## config.mk

```make
export PLATFORM = sky130hd
export DESIGN_NAME = span_writer_flat
export DESIGN_NICKNAME = d
export VERILOG_FILES = /design/src/logic/gfx_pkg.sv /design/src/logic/seg_if.sv /design/src/logic/span_writer.sv /design/src/flat_wrapper.sv
export SDC_FILE = /design/constraint.sdc
export NUM_CORES = 1
export LEC_CHECK = 0
export BUFFER_PORTS_ARGS = -buffer_cell sky130_fd_sc_hd__buf_2
export CORE_ASPECT_RATIO = 1.4
export CORE_MARGIN = 5
export CORE_UTILIZATION = 49
export DETAILED_ROUTE_END_ITERATION = 16
export PLACE_DENSITY = 0.77
export SETUP_SLACK_MARGIN = 0.5
export SLEW_MARGIN = 0
export SYNTH_ARGS = -nofsm -noshare
export SYNTH_HDL_FRONTEND = slang
export SYNTH_SLANG_ARGS = --single-unit
export TNS_END_PERCENT = 50
```

## constraint.sdc

```tcl
create_clock -name clk -period 2.2 [get_ports clk]
set_clock_uncertainty 0.1 [all_clocks]
set_input_delay 0.44 -clock clk [delete_from_list [all_inputs] [get_ports clk]]
set_output_delay 0.44 -clock clk [all_outputs]
set_load 0.05 [all_outputs]
```

## src/logic/gfx_pkg.sv

```systemverilog
//==========================================================================
// gfx package: shared coordinate, color and length types, screen size,
// line engine states and the pixel to frame buffer address mapping
//==========================================================================
package gfx_pkg;

  localparam int FB_W  = 32;  // screen width in pixels
  localparam int FB_H  = 32;  // screen height in pixels
  localparam int FB_XW = $clog2(FB_W);
  localparam int FB_YW = $clog2(FB_H);
  localparam int FB_AW = $clog2(FB_W * FB_H);

  typedef logic [15:0]      coord_t;  // coordinate or Bresenham delta
  typedef logic [15:0]      color_t;
  typedef logic [15:0]      len_t;    // run length in pixels
  typedef logic [FB_AW-1:0] fb_addr_t;

  typedef enum logic [2:0] {
    st_idle,
    st_orient,
    st_order,
    st_setup,
    st_run,
    st_emit,
    st_wait_ack,
    st_done
  } draw_state_t;

  // row major, y in the upper bits
  function automatic fb_addr_t fb_addr(input coord_t x, input coord_t y);
    return {y[FB_YW-1:0], x[FB_XW-1:0]};
  endfunction

endpackage

```

## src/logic/seg_if.sv

```systemverilog
//==========================================================================
// run segment channel from the line engine to the span writer,
// four-phase req/ack with fields held stable while req is high
//==========================================================================
interface seg_if
  import gfx_pkg::*;
();

  logic   req;
  logic   ack;
  coord_t x;         // first pixel of the run
  coord_t y;
  len_t   len;       // pixels in the run
  logic   vertical;  // step y instead of x
  color_t color;

  modport master (
    output req,
    output x,
    output y,
    output len,
    output vertical,
    output color,
    input  ack
  );

  modport slave (
    input  req,
    input  x,
    input  y,
    input  len,
    input  vertical,
    input  color,
    output ack
  );

endinterface

```

## src/logic/span_writer.sv

```systemverilog
//==========================================================================
// span writer, expands one run into single-pixel frame buffer writes
// and drops pixels that fall outside the screen
//==========================================================================
module span_writer
  import gfx_pkg::*;
(
  input  logic     clk,
  input  logic     rst_n,
  seg_if.slave     seg,
  output logic     wr_en,
  output fb_addr_t wr_addr,
  output color_t   wr_data
);

  coord_t cur_x, cur_y;
  len_t   remain;     // pixels still to write, current one included
  logic   vert;
  logic   busy;
  color_t pix_color;
  logic   on_screen;

  // full compare, large coordinates must not wrap onto the screen
  assign on_screen = (cur_x < FB_W) && (cur_y < FB_H);

  assign wr_en   = busy && on_screen;
  assign wr_addr = fb_addr(cur_x, cur_y);
  assign wr_data = pix_color;

  always_ff @(posedge clk or negedge rst_n) begin
    if (!rst_n) begin
      busy      <= 1'b0;
      seg.ack   <= 1'b0;
      cur_x     <= '0;
      cur_y     <= '0;
      remain    <= '0;
      vert      <= 1'b0;
      pix_color <= '0;
    end else if (busy) begin
      if (vert) begin
        cur_y <= cur_y + 16'd1;
      end else begin
        cur_x <= cur_x + 16'd1;
      end
      remain <= remain - 16'd1;
      if (remain == 16'd1) begin  // last pixel goes out this cycle
        busy    <= 1'b0;
        seg.ack <= 1'b1;
      end
    end else if (seg.ack) begin
      if (!seg.req) begin
        seg.ack <= 1'b0;
      end
    end else if (seg.req) begin
      cur_x     <= seg.x;
      cur_y     <= seg.y;
      remain    <= seg.len;
      vert      <= seg.vertical;
      pix_color <= seg.color;
      if (seg.len == '0) begin
        seg.ack <= 1'b1;  // empty run, nothing to write
      end else begin
        busy <= 1'b1;
      end
    end
  end

endmodule

```

## src/flat_wrapper.sv

```systemverilog
// flat-port wrapper written by rule: the top's interface ports become plain ports
module span_writer_flat import gfx_pkg::*;
  (clk, rst_n, wr_en, wr_addr, wr_data, seg_req, seg_x, seg_y, seg_len, seg_vertical, seg_color, seg_ack);
  seg_if seg_i ();
  input  logic clk;
  input  logic rst_n;
  output logic wr_en;
  output fb_addr_t wr_addr;
  output color_t wr_data;
  input wire logic [$bits(seg_i.req)-1:0] seg_req;
  input wire logic [$bits(seg_i.x)-1:0] seg_x;
  input wire logic [$bits(seg_i.y)-1:0] seg_y;
  input wire logic [$bits(seg_i.len)-1:0] seg_len;
  input wire logic [$bits(seg_i.vertical)-1:0] seg_vertical;
  input wire logic [$bits(seg_i.color)-1:0] seg_color;
  output wire logic [$bits(seg_i.ack)-1:0] seg_ack;
  assign seg_i.req = seg_req;
  assign seg_i.x = seg_x;
  assign seg_i.y = seg_y;
  assign seg_i.len = seg_len;
  assign seg_i.vertical = seg_vertical;
  assign seg_i.color = seg_color;
  assign seg_ack = seg_i.ack;
  span_writer u_core (.clk(clk), .rst_n(rst_n), .seg(seg_i), .wr_en(wr_en), .wr_addr(wr_addr), .wr_data(wr_data));
endmodule
```

* Word level (Yosys, flattened, before mapping) *
Index checks and enable logic that the tools add are counted.

operators by class
  add/subtract/negate cells = 3
  magnitude comparators = 2
  equal/unequal tests = 5
  multiplexer cells = 22
  bitwise gates (word level) = 2
  reduce and logical (&&, ||, !) cells = 8

operators with widths
  cell                                                         count
  two-way mux 16 bit                                           11
  adder 16 x 1 -> 16 bit, second input constant                2
  less-than comparator 16 x 6 -> 1 bit, second input constant  2
  equality test 16 x 1 -> 1 bit, second input constant         1
  logical NOT 16 bit                                           1
  subtractor 16 x 1 -> 16 bit, second input constant           1
  two-way mux 1 bit                                            11
  AND reduction 3 bit                                          3
  inequality test 2 bit, second input constant                 3
  logical AND 1 bit                                            2
  inequality test 2 x 1 -> 1 bit, second input constant        1
  NOT 1 bit                                                    2
  AND reduction 2 bit                                          1
  nonzero test 2 bit                                           1

storage, ports and cells
  register bits after elaboration = 67
  input bits = 68
  output and inout port bits = 28
  word-level logic and storage cells = 49

* Longest topological paths before layout *
  depth after elaboration = 5
  mapped depth = 6
  mapped depth without buffers = 6

* Worst setup path after synthesis *
No wires, ideal clock.

  path kind = register to output
  start point = register u_core.busy
  end point = output port wr_en
  arrival = 1641 ps
  required time = 1660 ps
  slack = 19 ps
  stages on the path, launching flop included = 6
  path buffers = 1
  cell sequence = dfrtp_1 > clkbuf_1 > nand2b_1 > nor3_1 > nand4_1 > nor2_1

on the way
  cells in the longest elaborated chain, start to end = 1

RTL lines
  what                      RTL line           source
  start: declaration        span_writer.sv:19  logic busy;
  start signal: assignment  span_writer.sv:32  busy <= 1'b0;
  start signal: assignment  span_writer.sv:47  busy <= 1'b0;
  start signal: assignment  span_writer.sv:63  busy <= 1'b1;
  logical AND 1 bit         span_writer.sv:26  assign wr_en = busy && on_screen;
  end: declaration          flat_wrapper.sv:7  output logic wr_en;

No other way between the ends.

* Final worst setup path *
  start point = register u_core.cur_y[9]
  end point = output port wr_en

on the way
  cells in the longest elaborated chain, start to end = 3

RTL lines
  what                                  RTL line           source
  start: declaration                    span_writer.sv:16  coord_t cur_x, cur_y;
  start signal: assignment              span_writer.sv:41  cur_y <= cur_y + 16'd1;
  start signal: assignment              span_writer.sv:56  cur_y <= seg.y;
  less-than comparator 16 x 6 -> 1 bit  span_writer.sv:24  assign on_screen = (cur_x < FB_W) && (cur_y < FB_H);
  logical AND 1 bit                     span_writer.sv:24
  logical AND 1 bit                     span_writer.sv:26

No other way between the ends.

==> results.cfg <==
[yosys]
yosys.area.top_type = dfrtp_1
synth_edf_count = 0
synth_cell_types = 52
ys.flop_type = dfrtp_1
synth-async-reset-ratio_pct = 100.0
yosys.area.top_type_share_pct = 41.89
syn_area_mm2 = 0.004003
synthesis.nets = 533
synth_area_leaders = dfrtp_1 42%, nand2_1 6.6%, a211oi_1 5.4%
synth.most_common_cell = nand2_1
netlist_instances = 461
syn_area_per_cell_um2 = 8.682
yosysWarningCount = 0
ys_seq_area_share_pct = 41.89
ys_seq_elements = 67
ys_top_cells_by_count = 70 x nand2_1, 67 x dfrtp_1, 38 x a21oi_1

[setup_path]
path_cells = nor4_4, nand3_1, nor2_2, buf_6
r2r_setup_slack_ns = 0.17
crit_path_max_incr_delay_ns = 0.43
crit_end = wr_en
rr_endpoint = u_core.remain[13]$_DFFE_PN0P_
cp_max_fo = 2
required_ns = 1.66
start_kind = register
arrival_ns = 1.52
cp-end-kind = output pin
worst-setup-path-type = reg -> out
startpoint = u_core.cur_y[9]$_DFFE_PN0P_
rr_startpoint = u_core.remain[9]$_DFFE_PN0P_
r2r_cells = 4
slowest_stage = dfrtp_2

[clock_network]
clockBufferDepth = 2
cts_made_buffers = 9
htree_num_levels = 3
cts_tree = done
clkSlewWorstSetupHoldPaths_ns = 0.05
root_buffer = clkbuf_16
clk_latency_ns = 0.33
cts_hold_buf = 0
clock_sinks = 67

[timing]
maxSlewViolCount = 0
tns_ns = 0
max-slew-margin-rel_pct = 61.56
setup_ws_ns = 0.1365
setup_viol = 0
fmax_mhz = 484.6
hold_slack_ns = 0.0009625
hold_viol = 0
period_needed_ns = 2.063
tightestPinTransition_ns = 0.5713
rsz0062_at_grt = yes
period_share_pct = 93.79

[detailed_routing]
wl_met3_um = 678
ant_nets = 0
drt_drc_violations_left = 0
drt-pass1-iter-count = 5
wl_met2_mm = 6.193
wirelength_mm = 12.01
drt_iter0_drc = 241
met1Wirelength_mm = 4.803
via_per_inst = 5.897
wl_per_cell_um = 17.48
top_layer = met4
via_count = 4051

[job]
max-cap-violations = 0

[global_route]
grt_usage_pct = 23.36
grt_max_degree = 68
grt_pass1_vias = 4028
antenna_found_initial = 0
overflow = 0
grt_pass1_wl_mm = 18.78

[pwr]
combPwrFrac_pct = 52.4
ir_drop_mv = 0.9706
total_power_mw = 8.247
sequentialPowerShare_pct = 32.0
powerDensity_mw_per_mm2 = 1513
netSwitchingPower_mw = 3.913
internal-power_mw = 4.333
p_leak_nw = 2.358
p_sw_share_pct = 47.45
power_frac_clock_pct = 15.6

[placed_design]
routabilityCongestion = 0.8622
portBuffers = 95
dp_slack_ns = 0.1467
hpwl_mm = 7.464

[floorplan]
core-area_mm2 = 0.008051
std_cell_rows = 39
die_area_mm2 = 0.01010
pin_count = 96
die_h_um = 116.9
start_util_pct = 49.71
die_w_um = 86.39

[finish]
utilization_pct = 67.69
drive_gt1_share_pct = 37.95
area_delta_synth_final_pct = 36.17
nets = 653
antennaDiodeCount = 0
fillCellCount = 643

[outcome]
status = complete, no violations

[min_path]
hp-class = in -> async
worst min path at each step:
stage / from / slack [ns] / end / cells past startpoint
floorplan: rst_n / 0.04 / u_core.busy$_DFF_PN0_ / 0
global placement: u_core.wr_data[15]$_DFFE_PN0P_ / 0.35 / u_core.wr_data[15]$_DFFE_PN0P_ / 2
detailed placement: u_core.wr_data[12]$_DFFE_PN0P_ / 0.36 / u_core.wr_data[12]$_DFFE_PN0P_ / 2
CTS: rst_n / 0.04 / u_core.wr_data[1]$_DFFE_PN0P_ / 2
global route: rst_n / 0.05 / u_core.wr_data[1]$_DFFE_PN0P_ / 2
finish: rst_n / 0.001 / u_core.wr_data[1]$_DFFE_PN0P_ / 2
per-layer routing:
metal  GRT usage, %  up-vias
met1          27.46     1969
met5              0        -
met4          10.19        0
li1               -     1907
met3          5.112       29
met2          40.86      146
cells by family after synthesis:
logic type               synth area share (%)
AND/OR/NAND/NOR                         27.48
AO/OA/AOI/OAI                           15.88
flip-flops                              41.89
buffers and inverters                   5.158
XOR/XNOR                                4.814
multiplexers                            3.532
adder cells (fa/ha/maj)                 1.250
timing repair:
item | in CTS | in global routing
buffers inserted | 23 | 14
pin swaps | 29 | 26
resized for setup | 49 | 30
endpoints found under the setup margin | 27 | 36
area by class of cell:
type	count	area, um2	share of cell area (%)
multi-input combinational	349	2401	44.05
sequential	67	1699	31.18
timing repair buffer	146	929.6	17.06
clock buffer	12	246.5	4.522
tap	102	127.6	2.342
inverter	8	31.28	0.5739
clock inverter	3	15.01	0.2755
worst max-delay path, delay by kind of cell (launching register included):
kind / cells / cell delay (ns)
buffers and inverters: 1 / 0.17
flip-flops: 1 / 0.43
AND/OR/NAND/NOR: 3 / 0.60
state kept, by name (all words and copies together) (netlist names):
| signal | flops |
|---|---|
| u_core.cur_x | 16 |
| u_core.cur_y | 16 |
| u_core.remain | 16 |
| u_core.wr_data | 16 |
| u_core.busy | 1 |
| u_core.seg.ack | 1 |
| u_core.vert | 1 |
metrics by stage:
step / std cells / instance area (um2)
4_1_cts: 673 / 5215
2_1_floorplan: 461 / 4014
3_3_place_gp: 635 / 4564
6_report: 687 / 5450
5_1_grt: 687 / 5450
3_5_place_dp: 635 / 4564
placed cells by master, fill, tap and decap left out, drive strengths merged, types with 12 or more instances in the layout:
master / count
nor3: 12
nand2: 70
dfrtp: 67
mux2i: 13
xnor2: 15
clkbuf: 12
nor2: 25
nor4: 18
buf: 146
nor2b: 24
a211oi: 29
nand4: 15
a21oi: 38
nand3: 12
power by group through the flow:
stage | clock network (mW) | registers (mW) | logic, mW
2_1_floorplan | 0 | 2.89 | 2.32
3_3_place_gp | 0 | 2.52 | 3.32
3_5_place_dp | 0 | 2.56 | 3.42
4_1_cts | 1.30 | 2.59 | 3.93
5_1_grt | 1.36 | 2.73 | 4.68
6_report | 1.28 | 2.64 | 4.32
Power figures use the tool's default switching activity.
